**src/common/exe_pkg.sv**
```systemverilog
package exe_pkg;

    typedef logic [31:0] data_t;
    typedef logic [31:0] pc_t;
    // register 0 always reads zero
    typedef logic [4:0]  reg_addr_t;

    // shifts use b[4:0], lui passes b through
    typedef enum logic [3:0] {
        ALU_ADD  = 4'd0,
        ALU_SUB  = 4'd1,
        ALU_SLT  = 4'd2,
        ALU_SLTU = 4'd3,
        ALU_AND  = 4'd4,
        ALU_OR   = 4'd5,
        ALU_XOR  = 4'd6,
        ALU_NOR  = 4'd7,
        ALU_SLL  = 4'd8,
        ALU_SRL  = 4'd9,
        ALU_SRA  = 4'd10,
        ALU_LUI  = 4'd11
    } alu_op_t;

    typedef enum logic [3:0] {
        BR_BEQ  = 4'd0,
        BR_BNE  = 4'd1,
        BR_BLT  = 4'd2,
        BR_BGE  = 4'd3,
        BR_BLTU = 4'd4,
        BR_BGEU = 4'd5,
        BR_B    = 4'd6,
        BR_BL   = 4'd7,
        BR_JIRL = 4'd8
    } br_op_t;

    // low word, signed high word, unsigned high word
    typedef enum logic [1:0] {
        MUL_MUL   = 2'd0,
        MUL_MULH  = 2'd1,
        MUL_MULHU = 2'd2
    } mul_op_t;

    typedef enum logic [1:0] {
        UNIT_ALU = 2'd0,
        UNIT_BR  = 2'd1,
        UNIT_MUL = 2'd2
    } unit_t;

    // return address of bl and jirl is pc + link_offset
    localparam data_t link_offset = 32'd4;

endpackage

```
**src/verilog/issue_hazard.sv**
```systemverilog
module issue_hazard (
    input  logic               eu0_en,
    input  logic               eu1_en,
    input  exe_pkg::reg_addr_t eu0_rj,
    input  exe_pkg::reg_addr_t eu0_rk,
    input  exe_pkg::reg_addr_t eu1_rj,
    input  exe_pkg::reg_addr_t eu1_rk,
    input  logic               mul_mid_en,
    input  exe_pkg::reg_addr_t mul_mid_rd,
    output logic               stall
);

    logic mul_live;
    logic eu0_dep;
    logic eu1_dep;

    // multiply result is not ready until the out stage
    assign mul_live = mul_mid_en && (mul_mid_rd != '0);
    assign eu0_dep = eu0_en && (eu0_rj == mul_mid_rd || eu0_rk == mul_mid_rd);
    assign eu1_dep = eu1_en && (eu1_rj == mul_mid_rd || eu1_rk == mul_mid_rd);

    assign stall = mul_live && (eu0_dep || eu1_dep);

    always_comb begin
        stall_needs_mul: assert (!stall || mul_mid_en)
            else $error("stall raised without a multiply in the mid stage");
    end

endmodule

```
**config.mk**
```make
export PLATFORM = sky130hd
export DESIGN_NAME = issue_hazard
export DESIGN_NICKNAME = d
export VERILOG_FILES = /design/src/common/exe_pkg.sv /design/src/verilog/issue_hazard.sv
export SDC_FILE = /design/constraint.sdc
export NUM_CORES = 1
export LEC_CHECK = 0
export BUFFER_PORTS_ARGS = -buffer_cell sky130_fd_sc_hd__buf_2
export CORE_AREA = 3 3 40 42
export DETAILED_ROUTE_END_ITERATION = 8
export DIE_AREA = 0 0 43 45
export GPL_ROUTABILITY_DRIVEN = 0
export GPL_TIMING_DRIVEN = 0
export SLEW_MARGIN = 20
export SYNTH_ARGS = -nofsm -noshare
export SYNTH_HDL_FRONTEND = slang
export SYNTH_SLANG_ARGS = --single-unit
```
**constraint.sdc**
```tcl
create_clock -name vclk -period 1.85
set_input_delay 0.37 -clock vclk [all_inputs]
set_output_delay 0.37 -clock vclk [all_outputs]
set_load 0.05 [all_outputs]
```
# Yosys cells after proc, flatten, opt, wreduce, memory -nomap -nowiden
# Index checks and enable logic that the tools add are counted.
[word_totals]
romBits = 0
ramBits = 0
reg_bits = 0
elab_cells = 12
latch_bits = 0
out_inout_bits = 1
in_bits = 28
n_memories = 0
[op_classes]
bitwise_logic = 0
muxes = 0
n_reduce_logical = 8
n_div = 0
shift = 0
n_addsub = 0
eq_ne = 4
n_mul = 0
n_lt_le_gt_ge = 0
[ops]
columns = ["operator", "n"]
rows = [
  ["$eq 5x5->1", 4],
  ["$reduce_bool 5->1", 1],
  ["$logic_and 1x1->1", 4],
  ["$logic_or 1x1->1", 3],
]

# Logic depth before layout (Yosys ltp)
[depth]
ltp_word = 5
ltp_mapped = 6
depth_no_buf = 5

# Worst setup path after synthesis
# Ideal clock, no wire load.
[synth_path]
kind = "input to output"
startpoint = "input mul_mid_rd[0]"
endpoint = "output stall"
stages = 6
path_buffers = 1
setup_slack_ns = -0.305
arrival_time_ns = 1.785
t_required_ns = 1.480
cell_sequence = "buf_2 > xnor2_1 > nand3_1 > nor3_1 > o21ai_1 > a21oi_1"
[synth_between]
elab_chain_len = 5
word_cells_on_any_way = 12
classes_between = "eq/ne: 4; reduce/logical: 8"
[synth_rtl]
columns = ["item", "line_no", "rtl"]
rows = [
  ["start: declaration", "issue_hazard.sv:9", "input exe_pkg::reg_addr_t mul_mid_rd,"],
  ["$eq 5x5->1, on equally long branches", "issue_hazard.sv:19, issue_hazard.sv:20", ""],
  ["$logic_or 1x1->1, on equally long branches", "issue_hazard.sv:19, issue_hazard.sv:20", ""],
  ["$logic_and 1x1->1, on equally long branches", "issue_hazard.sv:19, issue_hazard.sv:20", ""],
  ["$logic_or 1x1->1", "issue_hazard.sv:22", "assign stall = mul_live && (eu0_dep || eu1_dep);"],
  ["$logic_and 1x1->1 *", "issue_hazard.sv:22", ""],
  ["end: declaration", "issue_hazard.sv:10", "output logic stall"],
]
# Mark *: on every way between the ends. The rest lies on a longest branch, timed or not.

# Worst setup path after layout
[layout_path]
startpoint = "input mul_mid_rd[4]"
endpoint = "output stall"
# Same word-level chain as after synthesis.

==> results.md <==
* Sequential cell count at 0
* Slew HR at 0.858
* WP data arrival at between 1000 and 1500 ps
* Library cells used by synthesis at 10
* Register area at 0 um^2
* Syn Inst Count at 38
* Port buffer count at 24
* Rows at 13
* Setup crit start kind: primary input
* Number of detailed-route iterations in the first pass at 4
* Share of cells above drive strength 1 at 0.629
* Final hold vios at 0
* Combinational power share at 1.000
* Fill count at roughly 130
* Core Area at about 0.0013 mm^2
* Final WL at ~830 um
* Initial DRC count at 2
* Detail Route Antenna Nets at 0
* Number of max-cap violations at 0
* Setup Buffers After CTS at 0
* Total gr overflow at 0
* GRT Overall Usage at 0.0829
* Switch Pwr at just under 0.05 mW
* Setup slack at placement at -49.6 ps
* Pwr Total at around 0.11 mW
* Number of remaining DRC errors at 0
* LEAKAGE at roughly 0.21 nW
* Crit Path Max Fanout at 5
* CP required at about 1500 ps
* Outcome: finished clean
* Worst vdd ir at approximately 0.000074 V
* Avg Vias per Cell at ~4.2
* Total Die Area at just under 0.002 mm^2
* Max Freq at ~0.56 GHz
* Clock group share of total power at 0
* Via count at about 320
* Slew Limit Fails at 0
* Register share of total power at 0
* Die width at about 43 um
* Sw Share at 0.454
* Die H at between 40 and 50 um
* Clkbuf count at 0
* Sequential area share after synthesis at 0
* Tcrit/Tclk final at 0.972
* Final setup fails at 0
* Worst slew pin tran at roughly 210 ps
* Worst setup EP type: output pin
* Hold depth at 4
* Pin count of the biggest net entering global routing at 6
* Mapped Avg Cell Area at 7.21 um^2
* Internal power at 0.0587 mW
* Final Critical Period at 1800 ps
* Initial antenna violation count at 0
* Ant. Diodes at 0
* Synthesis Warnings at 0
* Hold_buf cts at 0
* Setup CP Type: in -> out
* Vias in the first global route at about 320
* Pwr dens at approximately 220 mW/mm^2
* Drt wl/cell at between 10 and 15 um
* Core Util, Final at 0.376
* Hold crit path type: in -> out
* Syn Std Cell Area at about 270 um^2
* Area growth syn-to-layout at 76.3%
* First-pass GRT wire length at approximately 1.3 mm
* Net Count, Synth at 66
* IO Count at 29
* Nets at between 90 and 100
* Initial Util at 0.213
* Final setup margin at roughly 52 ps
cell families after synthesis:
| kind of cell | synth area share |
|---|---|
| buf+inv | 0.114 |
| xor+xnor | 0.639 |
| simple gates | 0.174 |
| compound gates | 0.0730 |
area by class of cell:
cell class / count / area [um^2] / area share
Buffer: 5 / 33.8 / 0.0699
Multi-Input combinational cell: 33 / 304 / 0.630
Tap cell: 15 / 18.8 / 0.0389
Timing Repair Buffer: 24 / 126 / 0.262
worst max-delay path, stage by stage:
cell	delay (ps)
buf_2	150
or4_1	500
o21ai_1	210
a21oi_4	40
buf_6	150
layer usage:
layer	GRT usage	vias to the layer above	part of all wire
li1	-	171	-
met4	0	0	0
met1	0.114	134	0.37
met3	0.00398	0	0.098
met5	0	-	0
met2	0.153	16	0.53
cell usage after synthesis, drive strengths merged:
master / n / share of area
nor3: 4 / 0.073
a21oi: 1 / 0.018
xor2: 8 / 0.26
nand3: 4 / 0.073
xnor2: 12 / 0.38
or4: 1 / 0.027
o21ai: 3 / 0.055
buf: 5 / 0.11
stage by stage:
step | setup TNS, ps | hold slack [ps] | std cells | instance area (um^2)
2_1_floorplan | 0 | 953 | 38 | 285
3_3_place_gp | -46.9 | 1210 | 77 | 424
3_5_place_dp | -49.6 | 1200 | 77 | 424
4_1_cts | 0 | 1180 | 77 | 427
5_1_grt | -54.4 | 1130 | 77 | 483
6_report | 0 | 1110 | 77 | 483
placed cells by master, fill, tap and decap left out:
| cell | instances |
|---|---|
| a21oi_4 | 1 |
| buf_2 | 26 |
| buf_6 | 2 |
| clkbuf_4 | 1 |
| nand3_1 | 4 |
| nor3_2 | 4 |
| o21ai_1 | 1 |
| o21ai_2 | 2 |
| or4_1 | 1 |
| xnor2_1 | 9 |
| xnor2_2 | 3 |
| xor2_1 | 8 |
power groups by stage:
stage,registers (mW),clock network (mW),logic [mW]
6_report,0,0,0.108
2_1_floorplan,0,0,0.0595
5_1_grt,0,0,0.119
3_5_place_dp,0,0,0.0936
3_3_place_gp,0,0,0.0926
4_1_cts,0,0,0.0944
path summary, 6_finish.rpt:
path	start	to	slack [ps]
worst max-delay path	mul_mid_rd[4]	stall	50
worst min-delay path	eu1_en	stall	1110
timing repair:
| item | in CTS | in global routing |
|---|---|---|
| resized for setup | 1 | 12 |
| hold endpoints to repair | 0 | 0 |
| setup endpoints to repair | 1 | 1 |
| pin swaps | 0 | 3 |
(Power assumes the default switching activity.)
