$ cat src/common/exe_pkg.sv
package exe_pkg;

    typedef logic [31:0] data_t;
    typedef logic [31:0] pc_t;
    // register 0 always reads zero
    typedef logic [4:0]  reg_addr_t;

    // shifts use b[4:0], lui passes b through
    typedef enum logic [3:0] {
        ALU_ADD  = 4'd0,
        ALU_SUB  = 4'd1,
        ALU_SLT  = 4'd2,
        ALU_SLTU = 4'd3,
        ALU_AND  = 4'd4,
        ALU_OR   = 4'd5,
        ALU_XOR  = 4'd6,
        ALU_NOR  = 4'd7,
        ALU_SLL  = 4'd8,
        ALU_SRL  = 4'd9,
        ALU_SRA  = 4'd10,
        ALU_LUI  = 4'd11
    } alu_op_t;

    typedef enum logic [3:0] {
        BR_BEQ  = 4'd0,
        BR_BNE  = 4'd1,
        BR_BLT  = 4'd2,
        BR_BGE  = 4'd3,
        BR_BLTU = 4'd4,
        BR_BGEU = 4'd5,
        BR_B    = 4'd6,
        BR_BL   = 4'd7,
        BR_JIRL = 4'd8
    } br_op_t;

    // low word, signed high word, unsigned high word
    typedef enum logic [1:0] {
        MUL_MUL   = 2'd0,
        MUL_MULH  = 2'd1,
        MUL_MULHU = 2'd2
    } mul_op_t;

    typedef enum logic [1:0] {
        UNIT_ALU = 2'd0,
        UNIT_BR  = 2'd1,
        UNIT_MUL = 2'd2
    } unit_t;

    // return address of bl and jirl is pc + link_offset
    localparam data_t link_offset = 32'd4;

endpackage

$ cat src/verilog/operand_forward.sv
module operand_forward (
    input  exe_pkg::reg_addr_t eu0_rj,
    input  exe_pkg::reg_addr_t eu0_rk,
    input  exe_pkg::reg_addr_t eu1_rj,
    input  exe_pkg::reg_addr_t eu1_rk,
    input  exe_pkg::data_t     data00,
    input  exe_pkg::data_t     data01,
    input  exe_pkg::data_t     data10,
    input  exe_pkg::data_t     data11,
    input  logic               mid_en0,
    input  exe_pkg::reg_addr_t mid_rd0,
    input  exe_pkg::data_t     mid_data0,
    input  logic               mid_en1,
    input  exe_pkg::reg_addr_t mid_rd1,
    input  exe_pkg::data_t     mid_data1,
    input  logic               out_en0,
    input  exe_pkg::reg_addr_t out_rd0,
    input  exe_pkg::data_t     out_data0,
    input  logic               out_en1,
    input  exe_pkg::reg_addr_t out_rd1,
    input  exe_pkg::data_t     out_data1,
    output exe_pkg::data_t     eu0_sr0,
    output exe_pkg::data_t     eu0_sr1,
    output exe_pkg::data_t     eu1_sr0,
    output exe_pkg::data_t     eu1_sr1
);

    // youngest producer first, lane 1 is younger within a stage
    function automatic exe_pkg::data_t pick(input exe_pkg::reg_addr_t addr,
                                            input exe_pkg::data_t rf_data);
        exe_pkg::data_t value;
        if (addr == '0) begin
            value = '0;
        end else if (mid_en1 && mid_rd1 == addr) begin
            value = mid_data1;
        end else if (mid_en0 && mid_rd0 == addr) begin
            value = mid_data0;
        end else if (out_en1 && out_rd1 == addr) begin
            value = out_data1;
        end else if (out_en0 && out_rd0 == addr) begin
            value = out_data0;
        end else begin
            value = rf_data;
        end
        return value;
    endfunction

    always_comb begin
        eu0_sr0 = pick(eu0_rj, data00);
        eu0_sr1 = pick(eu0_rk, data01);
        eu1_sr0 = pick(eu1_rj, data10);
        eu1_sr1 = pick(eu1_rk, data11);
    end

endmodule
$ cat config.mk
export PLATFORM = sky130hd
export DESIGN_NAME = operand_forward
export DESIGN_NICKNAME = d
export VERILOG_FILES = /design/src/common/exe_pkg.sv /design/src/verilog/operand_forward.sv
export SDC_FILE = /design/constraint.sdc
export NUM_CORES = 1
export LEC_CHECK = 0
export ABC_CLOCK_PERIOD_IN_PS = 4800
export BUFFER_PORTS_ARGS = -buffer_cell sky130_fd_sc_hd__buf_2
export CAP_MARGIN = 20
export CORE_AREA = 2 2 167 169
export DETAILED_ROUTE_END_ITERATION = 12
export DIE_AREA = 0 0 169 171
export SLEW_MARGIN = 5
export SYNTH_ARGS = -nofsm -noshare
export SYNTH_HDL_FRONTEND = slang
export SYNTH_SLANG_ARGS = --single-unit
$ cat constraint.sdc
create_clock -name vclk -period 4.8
set_clock_uncertainty 0.15 [all_clocks]
set_input_delay 0.96 -clock vclk [all_inputs]
set_output_delay 0.96 -clock vclk [all_outputs]
set_load 0.02 [all_outputs]
# [After elaboration in Yosys (flattened, before gate mapping)]
# Cells that the tools add are included.
[word_totals] word_cells=56 input_bits=300 out_inout_bits=128 regBits=0
[classes] n_reduce_logical=20 n_eq_ne=16 n_mux=20
[op_table] op="two-way mux 32 bit" n=20
[op_table] op="equality test 5 bit" n=16
[op_table] op="logical NOT 5 bit" n=4
[op_table] op="logical AND 1 bit" n=16

# [Depth between registers and ports, before layout]
[depth] ltp_word=7 ltp_mapped=8 ltp_nobuf=5

# [Worst setup path after synthesis]
# OpenSTA, ideal clock, no wires.
[synth_timing] path_type="input to output" start="in eu1_rj[4]" end="out eu1_sr0[10]" cell_stages=7 arrival_time_ps=2645 setup_slack_ps=1045 cell_sequence="clkbuf_1 -> xor2_1 -> nor4_4 -> clkbuf_2 -> and3_2 -> o311ai_1 -> a21oi_1"
[synth_via] elab_chain_len=7 elab_cells_between_ends=14 classes_between="eq/ne (4); mux (5); reduce/logical (5)"
[synth_rtl] item="start: declaration" line_no="operand_forward.sv:4" text="input exe_pkg::reg_addr_t eu1_rj,"
[synth_rtl] item="equality test 5 bit" line_no="operand_forward.sv:40" text="end else if (out_en0 && out_rd0 == addr) begin"
[synth_rtl] item="logical AND 1 bit" line_no="operand_forward.sv:40"
[synth_rtl] item="two-way mux 32 bit" line_no="operand_forward.sv:40"
[synth_rtl] item="two-way mux 32 bit" line_no="operand_forward.sv:38" text="end else if (out_en1 && out_rd1 == addr) begin"
[synth_rtl] item="two-way mux 32 bit" line_no="operand_forward.sv:36" text="end else if (mid_en0 && mid_rd0 == addr) begin"
[synth_rtl] item="two-way mux 32 bit" line_no="operand_forward.sv:34" text="end else if (mid_en1 && mid_rd1 == addr) begin"
[synth_rtl] item="two-way mux 32 bit *" line_no="operand_forward.sv:32" text="if (addr == '0) begin"
[synth_rtl] item="end: declaration" line_no="operand_forward.sv:24" text="output exe_pkg::data_t eu1_sr0,"
# Every way passes the cells marked *; elsewhere a longest branch is shown, timed or not.

# [Worst setup path in the final report]
[layout_timing] start="in mid_rd1[3]" end="out eu1_sr1[1]"
[layout_via] elab_chain_len=4
[layout_rtl] item="start: declaration" line_no="operand_forward.sv:14" text="input exe_pkg::reg_addr_t mid_rd1,"
[layout_rtl] item="equality test 5 bit" line_no="operand_forward.sv:34"
[layout_rtl] item="logical AND 1 bit" line_no="operand_forward.sv:34"
[layout_rtl] item="two-way mux 32 bit" line_no="operand_forward.sv:34"
[layout_rtl] item="two-way mux 32 bit" line_no="operand_forward.sv:32"
[layout_rtl] item="end: declaration" line_no="operand_forward.sv:25" text="output exe_pkg::data_t eu1_sr1"
# Every way passes these cells.

==> impl_metrics.py <==
metrics = {
    "setup_path": {
        "worstSetupPathType": "in -> out",
        "crit_arrival_ns": 3.47,
        "critPathMaxFanout": 32,
        "crit_path_end_kind": "output pin",
        "cp-startpoint": "mid_rd1[3]",
        "crit_required_ns": 3.69,
        "endpoint": "eu1_sr1[1]",
        "cp-start-kind": "input port",
    },
    "synthesis": {
        "yosys_warnings": 0,
        "synth.top_cell.area_share_pct": 15.5,
        "syn-cell-area_um2": 8250,
        "yosysSeqAreaShare_pct": 0,
        "synth_cells": 1344,
        "syn-num-nets": 1644,
        "synth.distinct_cells": 29,
        "ys_top_cells_by_area": "a21oi_1 16%, o311ai_1 13%, and3_1 9.0%",
        "avgSynthCellArea_um2": 6.14,
        "yosys.area.top_type": "a21oi_1",
    },
    "global_routing": {
        "use_met2_pct": 61.9,
        "grt_pass1_wl_um": 82200,
        "antenna_found_initial": 8,
        "overflow": 0,
        "top_usage_layer": "met2",
        "use_met1_pct": 44.8,
        "grt_pass1_vias": 12900,
        "use_met3_pct": 8.26,
        "grt_max_degree": 65,
        "grtUsageTotal_pct": 37.5,
    },
    "drt": {
        "firstDrtPassIters": 8,
        "drc": 0,
        "vias": 13400,
        "first_iter_violations": 1660,
        "drt_wl_total_um": 58100,
        "drtAntennaViolNets": 0,
        "routedWlPerCell_um": 29.2,
        "vias_per_cell": 6.76,
    },
    "clock_tree": {
        "ctsResizeCount": 0,
        "post_cts_buffers": 0,
        "hold_buffers": 0,
    },
    "power": {
        "total_leakage_power_nw": 4.58,
        "power.density_nw_per_um2": 115,
        "peakVddDrop_mv": 0.0492,
        "power_mw": 1.22,
    },
    "timing": {
        "max_freq_mhz": 219,
        "tightestPinTransition_ns": 0.981,
        "min_period_over_period_pct": 95.3,
        "fin_tns_setup_ns": 0,
        "setup_viol": 0,
        "final-hold-violation-count": 0,
        "final-max-slew-violation-count": 0,
        "min_period_ns": 4.58,
        "rsz0062_at_grt": "false",
        "relSlewSlack_pct": 34.5,
    },
    "final_layout": {
        "syn_to_final_growth_pct": 28.0,
        "final_area_um2": 10600,
        "post-route-util_pct": 38.6,
        "clockBufferCount": 0,
        "fin_nets": 1938,
        "drive_gt1_share_pct": 32.5,
        "seq_cell_count": 0,
        "regArea_um2": 0,
    },
    "placement": {
        "gp_congestion": 1.00,
        "port_buffers": 428,
        "placed_area_um2": 10600,
        "hpwl_um": 40600,
    },
    "min_path": {
        "min_path_cells": 4,
        "hold_class": "in -> out",
        "hold_start": "mid_data0[10]",
    },
    "die": {
        "start_util_pct": 30.2,
        "core_um2": 27300,
        "design.portCount": 428,
        "die_w_um": 169,
        "row_count": 61,
        "die_area_um2": 28900,
        "chipHeight_um": 171,
    },
    "run": {
        "maxCapViolCount": 0,
    },
    "status": {
        "outcome": "complete, no violations",
    },
}
## report_power, final
group | switching (mW) | internal [mW] | total (mW) | leakage [nW]
sequential | 0 | 0 | 0 | 0
combinational | 0.810 | 0.406 | 1.22 | 4.58
clock | 0 | 0.0000000840 | 0.0000000840 | 0.0000190
## metrics by stage
step | instances | worst slack, ns | hold WS [ns]
floorplan | 1344 | 1.05 | 2.02
global placement | 1982 | 0.428 | 2.24
detailed placement | 1982 | 0.390 | 2.24
CTS | 1982 | 0.381 | 2.24
global route | 1982 | 0.129 | 2.26
finish | 1985 | 0.224 | 2.24
## layout make-up
type	count	area [um^2]
Antenna cell	3	7.51
Fill cell	3072	16800
Multi-Input combinational cell	1158	7480
Tap cell	346	433
Timing Repair Buffer	478	2640
## placed cells by master (no fill, tap or decap)
| master | count |
|---|---|
| nor3_4 | 3 |
| xor2_4 | 3 |
| and2_2 | 4 |
| nand3_1 | 2 |
| o21ai_0 | 128 |
| nand3b_1 | 65 |
| nand2b_1 | 64 |
| buf_12 | 10 |
| nor4_4 | 5 |
| nor3_1 | 42 |
| a21oi_1 | 256 |
| buf_2 | 428 |
| nor2_4 | 2 |
| o311ai_1 | 126 |
| diode_2 | 3 |
| nor4_1 | 4 |
| o311ai_0 | 2 |
| xor2_1 | 61 |
| a21boi_2 | 1 |
| xnor2_1 | 17 |
| and4_2 | 4 |
| a21boi_0 | 64 |
| nand3_2 | 6 |
| nand2_1 | 66 |
| and3_2 | 25 |
| and3_1 | 111 |
| a21boi_1 | 63 |
| buf_4 | 40 |
| or3b_2 | 1 |
| nor2_1 | 33 |
## synth_stat cells, drive strengths merged, types with 8 or more instances
cell type and instances:
a21oi 256, o311ai 128, xnor2 17, nor2 35
nand2 66, nor4 9, o21ai 128, nand2b 64
nor3 45, buf 67, a21boi 128, and3 136
nand3b 65, nand3 8, xor2 64, clkbuf 119
## routing by layer
| metal | wire length (um) | share of wire, % |
|---|---|---|
| met4 | 3840 | 6.6 |
| met5 | 81 | 0.14 |
| met1 | 21200 | 37 |
| met3 | 6930 | 12 |
| met2 | 26000 | 45 |
## worst min-delay path by stage
stage	endpoint	slack, ns
5_1_grt	eu1_sr1[17]	2.26
3_3_place_gp	eu0_sr0[10]	2.24
3_5_place_dp	eu1_sr1[19]	2.24
2_1_floorplan	eu0_sr0[0]	2.02
6_report	eu0_sr0[10]	2.24
4_1_cts	eu1_sr1[19]	2.24
## worst max-delay path, cell delays in order
cell and delay [ns]:
buf_2 0.15, xor2_1 0.19, nor3_1 0.29, nand3_2 0.80, o21ai_0 0.78, a21oi_1 0.09
buf_2 0.19
## logic make-up (layout without fill, tap and decap cells)
| logic type | Yosys count | in the layout | share of synthesized area (%) |
|---|---|---|---|
| buf+inv | 186 | 478 | 10.9 |
| xor+xnor | 81 | 81 | 8.60 |
| other cells | 0 | 3 | 0 |
| simple gates | 437 | 437 | 32.0 |
| compound gates | 640 | 640 | 48.6 |
Power figures use the tool's default switching activity.
