==> src/common/exe_pkg.sv <==
package exe_pkg;

    typedef logic [31:0] data_t;
    typedef logic [31:0] pc_t;
    // register 0 always reads zero
    typedef logic [4:0]  reg_addr_t;

    // shifts use b[4:0], lui passes b through
    typedef enum logic [3:0] {
        ALU_ADD  = 4'd0,
        ALU_SUB  = 4'd1,
        ALU_SLT  = 4'd2,
        ALU_SLTU = 4'd3,
        ALU_AND  = 4'd4,
        ALU_OR   = 4'd5,
        ALU_XOR  = 4'd6,
        ALU_NOR  = 4'd7,
        ALU_SLL  = 4'd8,
        ALU_SRL  = 4'd9,
        ALU_SRA  = 4'd10,
        ALU_LUI  = 4'd11
    } alu_op_t;

    typedef enum logic [3:0] {
        BR_BEQ  = 4'd0,
        BR_BNE  = 4'd1,
        BR_BLT  = 4'd2,
        BR_BGE  = 4'd3,
        BR_BLTU = 4'd4,
        BR_BGEU = 4'd5,
        BR_B    = 4'd6,
        BR_BL   = 4'd7,
        BR_JIRL = 4'd8
    } br_op_t;

    // low word, signed high word, unsigned high word
    typedef enum logic [1:0] {
        MUL_MUL   = 2'd0,
        MUL_MULH  = 2'd1,
        MUL_MULHU = 2'd2
    } mul_op_t;

    typedef enum logic [1:0] {
        UNIT_ALU = 2'd0,
        UNIT_BR  = 2'd1,
        UNIT_MUL = 2'd2
    } unit_t;

    // return address of bl and jirl is pc + link_offset
    localparam data_t link_offset = 32'd4;

endpackage

==> src/mul/mul_pipe.sv <==
module mul_pipe (
    input  logic               clk,
    input  logic               rst_n,
    input  logic               en,
    input  exe_pkg::mul_op_t   op,
    input  exe_pkg::reg_addr_t rd,
    input  exe_pkg::data_t     a,
    input  exe_pkg::data_t     b,
    output logic               mid_en,
    output exe_pkg::reg_addr_t mid_rd,
    output logic               out_en,
    output exe_pkg::reg_addr_t out_rd,
    output exe_pkg::data_t     result
);

    logic [31:0]      pp_ll;
    logic [31:0]      pp_lh;
    logic [31:0]      pp_hl;
    logic [31:0]      pp_hh;
    exe_pkg::data_t   corr;
    logic [31:0]      pp_ll_q;
    logic [31:0]      pp_lh_q;
    logic [31:0]      pp_hl_q;
    logic [31:0]      pp_hh_q;
    exe_pkg::data_t   corr_q;
    exe_pkg::mul_op_t op_q;
    logic [63:0]      sum;
    exe_pkg::data_t   high;

    // four unsigned 16x16 products
    assign pp_ll = 32'(a[15:0]) * 32'(b[15:0]);
    assign pp_lh = 32'(a[15:0]) * 32'(b[31:16]);
    assign pp_hl = 32'(a[31:16]) * 32'(b[15:0]);
    assign pp_hh = 32'(a[31:16]) * 32'(b[31:16]);

    // signed high word = unsigned high word minus this term
    assign corr = (op == exe_pkg::MUL_MULH) ?
                  ((a[31] ? b : '0) + (b[31] ? a : '0)) : '0;

    always_ff @(posedge clk or negedge rst_n) begin
        if (!rst_n) begin
            mid_en <= 1'b0;
            out_en <= 1'b0;
        end else begin
            mid_en <= en;
            out_en <= mid_en;
        end
    end

    always_ff @(posedge clk) begin
        mid_rd  <= rd;
        op_q    <= op;
        pp_ll_q <= pp_ll;
        pp_lh_q <= pp_lh;
        pp_hl_q <= pp_hl;
        pp_hh_q <= pp_hh;
        corr_q  <= corr;
    end

    assign sum = {pp_hh_q, pp_ll_q} + {16'b0, pp_lh_q, 16'b0} + {16'b0, pp_hl_q, 16'b0};
    assign high = sum[63:32] - corr_q;

    always_ff @(posedge clk) begin
        out_rd <= mid_rd;
        result <= (op_q == exe_pkg::MUL_MUL) ? sum[31:0] : high;
    end

    out_en_delay: assert property (@(posedge clk) disable iff (!rst_n)
        out_en == $past(mid_en))
        else $error("mul_pipe out_en is not mid_en delayed by one cycle");

endmodule

==> config.mk <==
export PLATFORM = sky130hd
export DESIGN_NAME = mul_pipe
export DESIGN_NICKNAME = d
export VERILOG_FILES = /design/src/common/exe_pkg.sv /design/src/mul/mul_pipe.sv
export SDC_FILE = /design/constraint.sdc
export NUM_CORES = 2
export LEC_CHECK = 0
export BUFFER_PORTS_ARGS = -buffer_cell sky130_fd_sc_hd__buf_2
export CAP_MARGIN = 20
export CORE_AREA = 2 2 326 328
export DETAILED_ROUTE_END_ITERATION = 12
export DIE_AREA = 0 0 328 330
export PLACE_DENSITY = 0.62
export SYNTH_ARGS = -nofsm -noshare
export SYNTH_HDL_FRONTEND = slang
export SYNTH_SLANG_ARGS = --single-unit
==> constraint.sdc <==
create_clock -name clk -period 18 [get_ports clk]
set_clock_uncertainty 0.15 [all_clocks]
set_input_delay 2.7 -clock clk [delete_from_list [all_inputs] [get_ports clk]]
set_output_delay 2.7 -clock clk [all_outputs]
set_load 0.02 [all_outputs]
* Yosys cells after proc, flatten, opt, wreduce, memory -nomap -nowiden
Index checks and enable logic that the tools add are counted.
** Word-level totals
- Input port bits :: 74
- Register bits :: 206
- Output and inout port bits :: 44
- Logic and storage cells :: 24
** Operators by class
- Multiplexer cells :: 3
- Reductions and logical operators :: 1
- $mul :: 4
- $add $sub $neg :: 4
- Eq/ne operators :: 1
** Operators with widths (number)
- $add 64x48->64 :: 2
- $mul 16x16->32 :: 4
- $mux 32 :: 3
- $add 32x32->32 :: 1
- $sub 32x32->32 :: 1
- $eq 2x1->1 const B :: 1
- $logic_not 2->1 :: 1

* Longest topological paths before layout
- Depth in word-level cells :: 4
- Gate-level depth with buffers :: 29
- Mapped depth without buffers :: 29

* Worst setup path after synthesis
OpenSTA, ideal clock, no wires.
- Kind :: in2reg
- Start :: in b[1]
- End :: reg pp_ll_q[30]
- Data arrival time :: 8658 ps
- Buffers on the path :: 1
- Library setup time :: 72 ps
- Cell stages on the path :: 23
- Slack :: 9120 ps
- Data required time :: 17778 ps
- Cell sequence :: clkbuf_1 -> nand2_1 -> fa_1 -> fa_1 -> fa_1 -> fa_1 -> inv_1 -> fa_1 -> inv_1 -> fa_1 -> inv_1 -> ha_1 -> a21oi_1 -> o21ai_0 -> a21oi_1 -> o21ai_1 -> o32ai_2 -> o21ai_1 -> a221o_1 -> or4_1 -> a31o_2 -> a21oi_1 -> xnor2_1
** On the way
- Cells in the longest elaborated chain, start to end :: 1
** RTL lines
- from (decl) :: line mul_pipe.sv:8 : input exe_pkg::data_t b,
- $mul 16x16->32 :: line mul_pipe.sv:31 : assign pp_ll = 32'(a[15:0]) * 32'(b[15:0]);
- via pp_ll[30] :: line mul_pipe.sv:16 : logic [31:0] pp_ll;
- to (signal assigned) :: line mul_pipe.sv:53 : pp_ll_q <= pp_ll;
- to (decl) :: line mul_pipe.sv:21 : logic [31:0] pp_ll_q;
The timed path passes the listed nets, and every way through them passes these cells.
A chain may end at the register's enable or synchronous reset.

* Final worst setup path
- Start :: in b[18]
- End :: reg pp_hh_q[30]
** On the way
- Cells in the longest elaborated chain, start to end :: 1
** RTL lines
- $mul 16x16->32 :: line mul_pipe.sv:34 : assign pp_hh = 32'(a[31:16]) * 32'(b[31:16]);
- via pp_hh[30] :: line mul_pipe.sv:19 : logic [31:0] pp_hh;
- to (signal assigned) :: line mul_pipe.sv:56 : pp_hh_q <= pp_hh;
- to (decl) :: line mul_pipe.sv:24 : logic [31:0] pp_hh_q;
The timed path passes the listed nets, and every way through them passes these cells.

==> out/summary.md <==
The run finished with clean final reports. For the relative slew slack, the log shows 34.75%. In the layout the commonest cells are inv_1, fa_1, nand2_1. The tools report the kind of end point of the critical path as a flip-flop.

The run gives 14 as the initial antenna violation count. Entering global routing, the biggest net connects 57 pins. Yosys mapped a number of flops with a built-in enable equal to 0. At the placement stage, the worst setup path has a slack of 8.267 ns.

Derived from the worst setup path, the maximum achievable clock frequency is 0.1094 GHz. At the pin with the least slew margin, the transition time is 0.9767 ns. The die covers 108200 µm². From synthesis to final layout, the design area changed by 6.212%. The H-tree depth is 1, and the number of synthesis warnings is 0. The number of buffers and inverters on the critical path is 4. The number of instances resized during post-cts repair came out at 0. The final standard cell area without fillers is 46340 µm².

Final number of setup-violating endpoints: 0. After clock tree synthesis, the clock-pin slew on the worst setup and hold paths is 0.06 ns. The run gives 45370 µm² as the area of placed instances.

The starting DRC count in detailed routing came out at 2354. In the final design database the tool counted 6276 nets. Setup repair after global routing left no endpoint under its margin. Global routing used 23.22% of the available tracks across all layers. The run gives 0 as the count of unresolved DRC violations after routing.

The vertical die dimension works out to 330 µm. The per-cell routed wire length is 19.51 µm, and the met3 global-route usage is 4.462%. The top fanout value on the critical path was 32; the met2 usage in global routing was 37.75%.

In this run the cell area of the synthesized design comes to 43630 µm². In this run the post-CTS setup repair buffer count came out at 0. Leaving out fill and tap cells, the most frequent cell in the layout is inv_1. The run gives 33490 as the via count of the first global-routing pass. The largest individual stage delay along the critical path comes from the cell buf_2. After filler insertion, the fill cell instance count of the layout stands at 10250. The floorplan has 119 rows. The total routed wirelength came out at 122800 µm. Walking the worst path, the cells encountered are buf_2 > nand2_1 > fa_1 > fa_1 > fa_1 > fa_1 > inv_1 > fa_1 > inv_1 > fa_1 > inv_1 > ha_1 > and3_1 > nand2_1 > o21ai_0 > o211a_1 > nor3_1 > o21bai_1 > a21oi_1 > o31ai_1 > a2111oi_0 > or4b_1 > nand3_1.

Among the stages of the critical path, the cell type that occurs most often is fa_1. The worst setup path is launched from an input port. Once the floorplan was initialized, standard cells occupied 41.68% of the core.

Clock latency on the worst-skew pair, taken at its later pin, is 0.59 ns. Once detail routing completed, the nets flagged for antenna violations numbered 0. Averaged over all synthesized cells, the footprint is 8.876 µm². For the maximum root-to-sink buffer count, the log shows 3. The cell sitting at the root of the clock tree is a clkbuf_16.

The type of the tightest min-delay check was flip-flop to flip-flop. The core region is 104700 µm². The tools report the via total after detailed routing as 32400. In the final layout, flip-flops and latches occupy 4134 µm².

The clock period minus final worst setup slack came out at 9.141 ns. Counting flops with an async set or reset pin after synthesis yields a share of 0.9709%. Delay of the slowest critical-path stage: 0.63 ns.

The number of ports placed on the die boundary was 118; the floorplan die width was 328 µm. For the final routed database, the setup TNS stands at 0 ns. The via density per instance works out to 5.147.

The count of input and output buffers is 117. Among all flip-flop cells after synthesis, the most frequent one is dfxtp_1. The share of the cycle needed by the critical path after routing is 50.79%.

Kind of critical path: input port to flip-flop. The tools report the total grt overflow as 0. The number of different library cells in the post-synthesis netlist was 74. The final number of hold-violating endpoints came out at 0. The global routing stage identified its most utilized layer as met2. Setup slack closes at 8.859 ns.

Final number of max-transition violations: 0. The number of hold buffers added after CTS was 0. The logs give 27 for the TritonCTS buffer count and 5 for the first-pass detailed-route iteration total.

The cell count after synthesis came out at 4915. The final RePlAce weighted congestion came out at 0.8998. The clock drives 206 sinks. Summing all multi-input logic gate instances after layout gives 34950 µm². The post-route netlist has 4.529% of its cells at a drive strength greater than 1. Number of storage elements in the synthesis netlist: 206. The tool flagged a number of max-cap violations equal to 0. The family with the most delay on the worst path was adder cells. TritonCTS built the clock tree. The global-route wire length before repair is 193700 µm, and the met1 usage in global routing is 32.74%. The required time of the worst setup path is 18.39 ns.

The sequential area share after synthesis is 9.476%. The endpoint arrival time on the critical path is 9.53 ns. The tools report the half-perimeter wire length after placement as 97010 µm. The number of nets handed over by synthesis was 6309.
==> state kept, by name (all words and copies together) (netlist names), 5 cells and up <==
register	count
pp_hl_q	32
corr_q	32
result	32
pp_lh_q	32
pp_ll_q	32
mid_rd	5
pp_hh_q	32
out_rd	5
==> synthesized netlist by cell type, types with 13 or more instances <==
cell type | n | area (µm²)
nand2_1 | 598 | 2245
and2_1 | 529 | 3309
inv_1 | 1010 | 3791
nand3_1 | 42 | 210.2
nor3_1 | 21 | 105.1
o21a_1 | 30 | 225.2
a21oi_1 | 163 | 815.8
and3_1 | 17 | 106.4
a31oi_1 | 13 | 81.33
a21o_1 | 68 | 510.5
a211oi_1 | 20 | 150.1
dfxtp_1 | 204 | 4084
o21bai_1 | 28 | 210.2
ha_1 | 509 | 6369
clkbuf_1 | 199 | 747.0
o21ai_0 | 98 | 490.5
xor2_1 | 65 | 569.3
nor2b_1 | 27 | 168.9
nor2_1 | 149 | 559.3
nand2b_1 | 28 | 175.2
fa_1 | 811 | 16240
xnor2_1 | 125 | 1095
==> path summary, 6_finish.rpt <==
kind / depth (start not counted) / slack [ns] / endpoint / start
worst min register to register: 0 / 0.19 / out_rd[1] / mid_rd[1]
min in group asynchronous: 1 / 1.74 / mid_en / rst_n
worst min-delay path: 0 / 0.19 / out_rd[1] / mid_rd[1]
worst max register to register: 26 / 10.76 / result[31] / pp_ll_q[17]
worst max-delay path: 23 / 8.86 / pp_hh_q[30] / b[18]
max in group asynchronous: 1 / 15.87 / mid_en / rst_n
==> worst register-to-register path: cells and delay by family, from the launching register on <==
family / cells / cell delay, ns
xor gates and xnor gates: 2 / 0.33
and+or+nand+nor: 7 / 1.47
AOI/OAI and AO/OA: 11 / 3.11
DFF: 1 / 0.34
adders and majority gates: 4 / 1.51
muxes: 1 / 0.15
buffers and inverters: 1 / 0.06
==> layer usage <==
layer / part of all wire [%] / up-vias
met2: 45 / 1043
li1: - / 14900
met1: 44 / 16340
met4: 1.4 / 8
met3: 9.0 / 109
met5: 0.042 / -
==> stage by stage <==
| step | util (%) | hold slack [ns] | std cells |
|---|---|---|---|
| after floorplan | - | 0.2514 | 4915 |
| after global placement | 43.35 | 0.1828 | 6244 |
| after detailed placement | 43.35 | 0.1844 | 6244 |
| after CTS | 44.27 | 0.1929 | 6293 |
| after global routing | 44.27 | 0.1980 | 6294 |
| final | 44.27 | 0.1892 | 6294 |
==> cell families (layout without fill, tap and decap cells) <==
group / after synthesis / in the layout / synth area share, %
other cells: 0 / 1 / 0
xor+xnor: 190 / 190 / 3.814
buf+inv: 1211 / 1198 / 10.42
fa+ha+maj: 1320 / 1320 / 51.81
mux: 7 / 7 / 0.1721
simple gates: 1464 / 1464 / 16.62
compound gates: 517 / 517 / 7.689
flops: 206 / 206 / 9.476
==> area by class of cell <==
| cell class | count | area share, % |
|---|---|---|
| multi-input cells | 3498 | 75.44 |
| flip-flops and latches | 206 | 8.922 |
| inverters | 1010 | 8.182 |
| well taps | 1391 | 3.756 |
| repair buffers | 139 | 1.620 |
| clock buffers | 32 | 1.520 |
| clock inverters | 17 | 0.5589 |
| diodes | 1 | 0.005400 |
Power is left out: the tool's default activity adds up to more than one toggle a clock period on the data nets, which glitch-free logic cannot reach.
