**config.mk**
```make
export PLATFORM = sky130hd
export DESIGN_NAME = alu
export DESIGN_NICKNAME = d
export VERILOG_FILES = /design/src/common/exe_pkg.sv /design/src/verilog/alu.sv
export SDC_FILE = /design/constraint.sdc
export NUM_CORES = 1
export LEC_CHECK = 0
export BUFFER_PORTS_ARGS = -buffer_cell sky130_fd_sc_hd__buf_2
export CAP_MARGIN = 20
export CORE_MARGIN = 3
export CORE_UTILIZATION = 45
export DETAILED_ROUTE_END_ITERATION = 6
export GPL_TIMING_DRIVEN = 0
export PLACE_DENSITY_LB_ADDON = 0.12
export RECOVER_POWER = 100
export SYNTH_ARGS = -nofsm -noshare
export SYNTH_HDL_FRONTEND = slang
export SYNTH_SLANG_ARGS = --single-unit
```
**constraint.sdc**
```tcl
create_clock -name vclk -period 3.9
set_clock_uncertainty 0.2 [all_clocks]
set_input_delay 0.39 -clock vclk [all_inputs]
set_output_delay 0.39 -clock vclk [all_outputs]
set_load 0.005 [all_outputs]
```
**src/common/exe_pkg.sv**
```systemverilog
package exe_pkg;

    typedef logic [31:0] data_t;
    typedef logic [31:0] pc_t;
    // register 0 always reads zero
    typedef logic [4:0]  reg_addr_t;

    // shifts use b[4:0], lui passes b through
    typedef enum logic [3:0] {
        ALU_ADD  = 4'd0,
        ALU_SUB  = 4'd1,
        ALU_SLT  = 4'd2,
        ALU_SLTU = 4'd3,
        ALU_AND  = 4'd4,
        ALU_OR   = 4'd5,
        ALU_XOR  = 4'd6,
        ALU_NOR  = 4'd7,
        ALU_SLL  = 4'd8,
        ALU_SRL  = 4'd9,
        ALU_SRA  = 4'd10,
        ALU_LUI  = 4'd11
    } alu_op_t;

    typedef enum logic [3:0] {
        BR_BEQ  = 4'd0,
        BR_BNE  = 4'd1,
        BR_BLT  = 4'd2,
        BR_BGE  = 4'd3,
        BR_BLTU = 4'd4,
        BR_BGEU = 4'd5,
        BR_B    = 4'd6,
        BR_BL   = 4'd7,
        BR_JIRL = 4'd8
    } br_op_t;

    // low word, signed high word, unsigned high word
    typedef enum logic [1:0] {
        MUL_MUL   = 2'd0,
        MUL_MULH  = 2'd1,
        MUL_MULHU = 2'd2
    } mul_op_t;

    typedef enum logic [1:0] {
        UNIT_ALU = 2'd0,
        UNIT_BR  = 2'd1,
        UNIT_MUL = 2'd2
    } unit_t;

    // return address of bl and jirl is pc + link_offset
    localparam data_t link_offset = 32'd4;

endpackage

```
**src/verilog/alu.sv**
```systemverilog
module alu (
    input  exe_pkg::alu_op_t op,
    input  exe_pkg::data_t   a,
    input  exe_pkg::data_t   b,
    output exe_pkg::data_t   result
);

    logic [4:0] shamt;
    logic       lt_signed;
    logic       lt_unsigned;

    assign shamt = b[4:0];
    assign lt_signed = $signed(a) < $signed(b);
    assign lt_unsigned = a < b;

    always_comb begin
        case (op)
            exe_pkg::ALU_ADD: begin
                result = a + b;
            end
            exe_pkg::ALU_SUB: begin
                result = a - b;
            end
            exe_pkg::ALU_SLT: begin
                result = {31'b0, lt_signed};
            end
            exe_pkg::ALU_SLTU: begin
                result = {31'b0, lt_unsigned};
            end
            exe_pkg::ALU_AND: begin
                result = a & b;
            end
            exe_pkg::ALU_OR: begin
                result = a | b;
            end
            exe_pkg::ALU_XOR: begin
                result = a ^ b;
            end
            exe_pkg::ALU_NOR: begin
                result = ~(a | b);
            end
            exe_pkg::ALU_SLL: begin
                result = a << shamt;
            end
            exe_pkg::ALU_SRL: begin
                result = a >> shamt;
            end
            exe_pkg::ALU_SRA: begin
                result = $signed(a) >>> shamt;
            end
            // immediate is already placed in the upper bits
            exe_pkg::ALU_LUI: begin
                result = b;
            end
            default: begin
                result = '0;
            end
        endcase
    end

endmodule

```
Yosys cells after proc, flatten, opt, wreduce, memory -nomap -nowiden
Index checks and enable logic that the tools add are counted.
W data, S select, Z words.
{"block": "totals", "elab_cells": 24, "regBits": 0, "inputBits": 68}
{"block": "op_classes", "order_cmp": 2, "n_eq_ne": 11, "n_addsub": 2, "n_reduce_logical": 1, "bitwise": 4, "muxes": 1, "shift": 3}
{"cell": "$pmux W32 S12", "n": 1}
{"cell": "$lt A32 B32 Y1", "n": 2}
{"cell": "$add A32 B32 Y32", "n": 1}
{"cell": "$and A32 B32 Y32", "n": 1}
{"cell": "$not A32 Y32", "n": 1}
{"cell": "$or A32 B32 Y32", "n": 1}
{"cell": "$shl A32 B5 Y32", "n": 1}
{"cell": "$shr A32 B5 Y32", "n": 1}
{"cell": "$sshr A32 B5 Y32", "n": 1}
{"cell": "$sub A32 B32 Y32", "n": 1}
{"cell": "$xor A32 B32 Y32", "n": 1}
{"cell": "$eq A4 B3 Y1 const B", "n": 4}
{"cell": "$eq A4 B4 Y1 const B", "n": 4}
{"cell": "$eq A4 B2 Y1 const B", "n": 2}
{"cell": "$eq A4 B1 Y1 const B", "n": 1}
{"cell": "$logic_not A4 Y1", "n": 1}

Depth between registers and ports, before layout
Gate-level depths: netlist of the first run.
{"block": "depth", "word_depth": 3, "ltp_mapped": 15, "mapped_depth_nobuf": 12}

Worst setup path after synthesis of the first run
No wires, ideal clock.
{"block": "synth_path", "path_kind": "input-to-output", "from": "in b[2]", "to": "out result[24]", "setup_slack_ns": -0.275, "required_time_ns": 3.310, "path_stages": 15, "t_arrival_ns": 3.585, "path_buffers": 4, "path_cell_list": "clkbuf_1 > inv_2 > buf_2 > buf_2 > buf_1 > ha_1 > nand2b_1 > a21oi_1 > o21ai_1 > or4b_1 > a31o_2 > o21ai_1 > a31oi_1 > xor2_1 > a221o_1"}
{"block": "synth_between", "elab_chain_len": 2, "word_cells_on_any_way": 6, "classes_between": "2 x add/sub; 3 x shift; 1 x mux"}
{"item": "from (decl)", "line_no": "alu.sv:4", "text": "input exe_pkg::data_t b,"}
{"item": "$sub A32 B32 Y32, or another cell as far along", "line_no": "alu.sv:22", "text": "result = a - b;"}
{"item": "$pmux W32 S12 *", "line_no": "alu.sv:17", "text": "case (op)"}
{"item": "to (decl)", "line_no": "alu.sv:5", "text": "output exe_pkg::data_t result"}
Mark *: on every way between the ends. The rest lies on a longest branch, timed or not.

Worst setup path in the final report of the first run
{"block": "layout_path", "from": "in b[0]", "to": "out result[13]"}
The elaborated chain is that of the path after synthesis.

==> flow_summary.yaml, run 1 <==
global_routing:
  busiest_layer: "met2"
  grt_pass1_vias: 11600
  use_met1_pct: 58.1
  grt_overflow_total: 0
  gr-usage-met3_pct: 10.2
  grt_max_degree: 12
  track_usage_pct: 44.4
  antenna_found_initial: 1
  globalRouteMet2Util_pct: 67.9
  grt_pass1_wl_mm: 75.2
routing:
  finalWirelength_mm: 52.4
  drtIter0Drc: 1698
  ant_nets: 0
  drcViolationCount: 0
  wl_per_cell_um: 29.1
  via_count: 12600
  firstDrtPassIters: 6
  viasPerCell: 7.01
timing:
  tightest_slew_ps: 846
  finalWorstSetupSlack_ps: -38.1
  setup_tns_ps: -56.3
  setup-violations-final: 3
  min_period_over_period_pct: 101
  slew_violations: 0
  report.final.hold_viol_count: 0
  fmax_ghz: 0.254
  maxSlewHeadroom_pct: 43.1
  rsz0062_at_grt: "yes"
  min_period_ps: 3940
yosys:
  yosysTopAreaCell: "ha_1"
  netlist_top_cells_count: "137 x a21oi_1, 129 x nor2_1, 124 x o21ai_0"
  synth_top_area_share_pct: 13.3
  ys_seq_area_share_pct: 0
  syn-cell-area_mm2: 0.00935
  yosys-top-cells-area: "ha_1 13%, a21oi_1 7.3%, mux2i_1 6.7%"
  syn_inst: 1400
  synth.distinct_cells: 85
  yosysWarnings: 0
  avgSynthCellArea_um2: 6.68
  syn-num-nets: 1569
  synth.most_common_cell: "a21oi_1"
critical_path:
  crit_fanout: 10
  critPathSlowestCell: "o211ai_1"
  crit_chain: "buf_2 > buf_4 > buf_6 > buf_6 > buf_4 > o21ai_1 > nand2_1 > o21ai_1 > o211ai_1 > o21ai_1 > a222oi_1 > o21ai_1 > buf_2"
  startpoint_type: "primary input"
  endpoint_kind: "primary output"
  crit_top_cell: "o21ai_1"
  crit_arrival_ps: 3350
  critPathKind: "in -> out"
  worstSetupStartpoint: "b[0]"
  max_stage_delay_ps: 550
  cp_data_required_time_ps: 3310
outcome:
  outcome: "complete, but fails checks"
  failed_checks: "negative setup slack"
placed_design:
  place_area_mm2: 0.0102
  globalplace.congestion: 1.06
  port_buffers: 99
  hpwl_mm: 41.0
cells_and_area:
  ff_latch_area_um2: 0
  final_nets: 1702
  fillCellCount: 2106
  design.seq.count: 0
  clkbuf_count: 0
  syn2layout_area_growth_pct: 20.5
  drive_gt1_share_pct: 22.5
  final_area_mm2: 0.0113
  utilization_pct: 55.5
hold_path:
  hp-class: "in -> out"
  worstHoldStart: "b[13]"
floorplan:
  die_area_mm2: 0.0225
  die-height_um: 150
  core-area_mm2: 0.0203
  num_io_pins: 100
  row_count: 52
  start_util_pct: 46.0
  die_width_um: 150
clock_network:
  ctsHoldBuffers: 0
job:
  cap_violations: 0
[logic make-up after synthesis]
family / share of synthesized area (%)
AO/OA/AOI/OAI: 36.7
multiplexers: 15.4
buffers and inverters: 9.71
AND/OR/NAND/NOR: 19.8
adder cells (fa/ha/maj): 13.7
XOR/XNOR: 4.69
[worst max-delay path, delay by kind of cell]
kind,cells,cell delay (ps)
buffers and inverters,6,1210
AOI/OAI and AO/OA,6,1640
and+or+nand+nor,1,90
[area by class of cell]
type	instances	area, um2	area share, %
Antenna cell	1	2.50	0.0222
Multi-Input combinational cell	1182	8970	79.7
Timing Repair Buffer	142	910	8.08
Tap cell	270	338	3.00
Buffer	110	638	5.66
Inverter	97	404	3.59
[per-layer routing]
| layer | share of wire (%) | vias to the layer above |
|---|---|---|
| li1 | - | 5459 |
| met1 | 38 | 5994 |
| met2 | 43 | 965 |
| met3 | 13 | 222 |
| met4 | 6.6 | 0 |
| met5 | 0 | - |
[per-stage QoR]
step	setup WS, ps	cells	hold WS (ps)
3_3_place_gp	-1380	1769	943
3_5_place_dp	-1380	1769	951
5_1_grt	-43.6	1801	969
2_1_floorplan	13.4	1400	719
4_1_cts	-36.5	1792	954
6_report	-38.1	1802	952
[worst paths after layout]
| check | endpoint | depth (start not counted) |
|---|---|---|
| setup / recovery | result[13] | 13 |
| hold / removal | result[13] | 4 |
[layout by cell type (no fill, tap or decap), types with 23 or more instances in the layout]
master / n
a21oi_1: 126
nor2_1: 123
nand2_1: 120
o21ai_0: 118
buf_2: 86
ha_1: 84
inv_1: 83
mux2i_1: 61
buf_4: 57
clkbuf_1: 55
xnor2_1: 42
a21o_1: 26
mux2_2: 25
a211oi_1: 23
mux4_2: 23
[what timing repair did]
action                                  in CTS  in global routing
gates resized for setup                    123                118
pin swaps                                   24                 35
endpoints found under the setup margin      30                 26
buffers inserted                            25                 18
==> run 2: changes to the inputs <==
- GPL_TIMING_DRIVEN: 0 -> unset
- MAX_ROUTING_LAYER: unset -> met4
==> run 2 against run 1 <==
- critical endpoint is now result[31]
- die area unchanged
- global-route usage fell by 4.9 points
- wire length down 13%
- setup slack improved by 64 ps
- hold slack got worse by 20 ps
- fmax is 1.6% higher
- the flow finishes with violations (design-rule violations)
- sequential share of layout area is the same
- cell area is 2.3% lower
- sequential cell count is the same
- first-iteration DRC count shrank 21%
- via count decreased by 4.4%
==> flow_summary.yaml, run 2 (synthesis gave the netlist of run 1 again) <==
placed_design:
  port_buffers: 100
  hpwl_mm: 36.5
  preCtsSetupSlack_ps: -96.0
  globalplace.congestion: 1.05
floorplan:
  die-height_um: 150
  die_area_mm2: 0.0225
  core-area_mm2: 0.0203
  start_util_pct: 46.0
  row_count: 52
  num_io_pins: 100
  die_width_um: 150
hold_path:
  hold_depth: 4
  hp-class: "in -> out"
  worstHoldEndpoint: "result[12]"
  worstHoldStart: "b[12]"
global_routing:
  grt_pass1_wl_mm: 66.8
  track_usage_pct: 39.5
  grt_max_degree: 54
  grt_overflow_total: 0
  grt_pass1_vias: 10800
  antenna_found_initial: 1
critical_path:
  crit_chain: "buf_4 > inv_1 > ha_1 > o21bai_1 > a21oi_4 > o31ai_4 > a211oi_4 > a211oi_2 > nor2_1 > o31ai_1 > buf_4 > o211ai_1 > a32o_1 > buf_2"
  path_buf_inv: 4
  cp_data_required_time_ps: 3310
  crit_family: "compound AO/OA/AOI/OAI gates"
  startpoint_type: "primary input"
  worstSetupStartpoint: "b[1]"
  crit_arrival_ps: 3280
  critPathSlowestCell: "o31ai_4"
  critPathKind: "in -> out"
  endpoint_kind: "primary output"
  crit_top_cell: "buf_4"
  crit_fanout: 6
  max_stage_delay_ps: 350
cells_and_area:
  final_common_cell: "buf_4"
  fillCellCount: 2114
  design.seq.count: 0
  syn2layout_area_growth_pct: 17.8
  final_cell_mix: "152 x buf_4, 133 x a21oi_1, 127 x nor2_1, 122 x o21ai_0, 120 x nand2_1"
  ff_latch_area_um2: 0
  final_nets: 1707
  clkbuf_count: 0
  utilization_pct: 54.2
  drive_gt1_share_pct: 22.3
routing:
  top_layer: "met4"
  routedLengthMet1_mm: 20.2
  viasPerCell: 6.69
  drtIter0Drc: 1343
  dr_wl_met2_mm: 19.5
  wl_per_cell_um: 25.2
  via_count: 12100
  firstDrtPassIters: 7
  ant_nets: 0
  finalWirelength_mm: 45.6
  drcViolationCount: 2
  wl_met3_mm: 4.69
outcome:
  failed_checks: "design-rule violations"
  outcome: "complete, but fails checks"
timing:
  finalWorstSetupSlack_ps: 25.8
  setup_tns_ps: 0
  maxSlewHeadroom_pct: 33.0
  fmax_ghz: 0.258
  report.final.hold_viol_count: 0
  setup-violations-final: 0
  rsz0062_at_grt: "yes"
  slew_violations: 0
  min_period_ps: 3870
  min_period_over_period_pct: 99.3
  tightest_slew_ps: 1010
job:
  cap_violations: 0
clock_network:
  ctsHoldBuffers: 0
## run 2: cell types whose count changed in the layout (fill, tap and decap cells not counted), moves of 10 or more
cell	previous run	this run
buf_4	57	152
buf_6	13	1
clkbuf_1	55	2
clkbuf_2	18	3
clkbuf_4	11	0
ha_1	84	97
inv_1	83	93
## run 2: repair_timing
item                       in CTS  in global routing
setup buffers                   1                  1
resized for setup               2                 30
setup endpoints to repair       3                 14
pin swaps                       1                 11
## run 2: how the worst max path moves through the flow
stage / slack, ps / cells after the start / to
after CTS: -0.5 / 15 / result[26]
after detailed placement: -100 / 14 / result[26]
after global routing: -20 / 15 / result[19]
final: 30 / 14 / result[31]
after floorplan: 10 / 15 / result[29]
after global placement: -130 / 14 / result[17]
## run 2: area by class of cell
| class | count | area, um2 | area share, % |
|---|---|---|---|
| Multi-Input combinational cell | 1182 | 8550 | 77.7 |
| Inverter | 97 | 364 | 3.31 |
| Tap cell | 270 | 338 | 3.07 |
| Timing Repair Buffer | 257 | 1750 | 15.9 |
| Antenna cell | 1 | 2.50 | 0.0227 |
## run 2: through the flow
stage	std cells	instance area, um2	hold slack, ps
floorplan	1400	9350	719
global placement	1804	10900	926
detailed placement	1804	10900	924
CTS	1805	10900	927
global route	1807	11000	1010
finish	1807	11000	931
## run 2: routing by layer
layer  track usage [%]  vias up
met3              3.76       75
met5                 -        -
met4              7.78        0
met2              57.3      773
met1              59.4     5779
li1                  -     5453
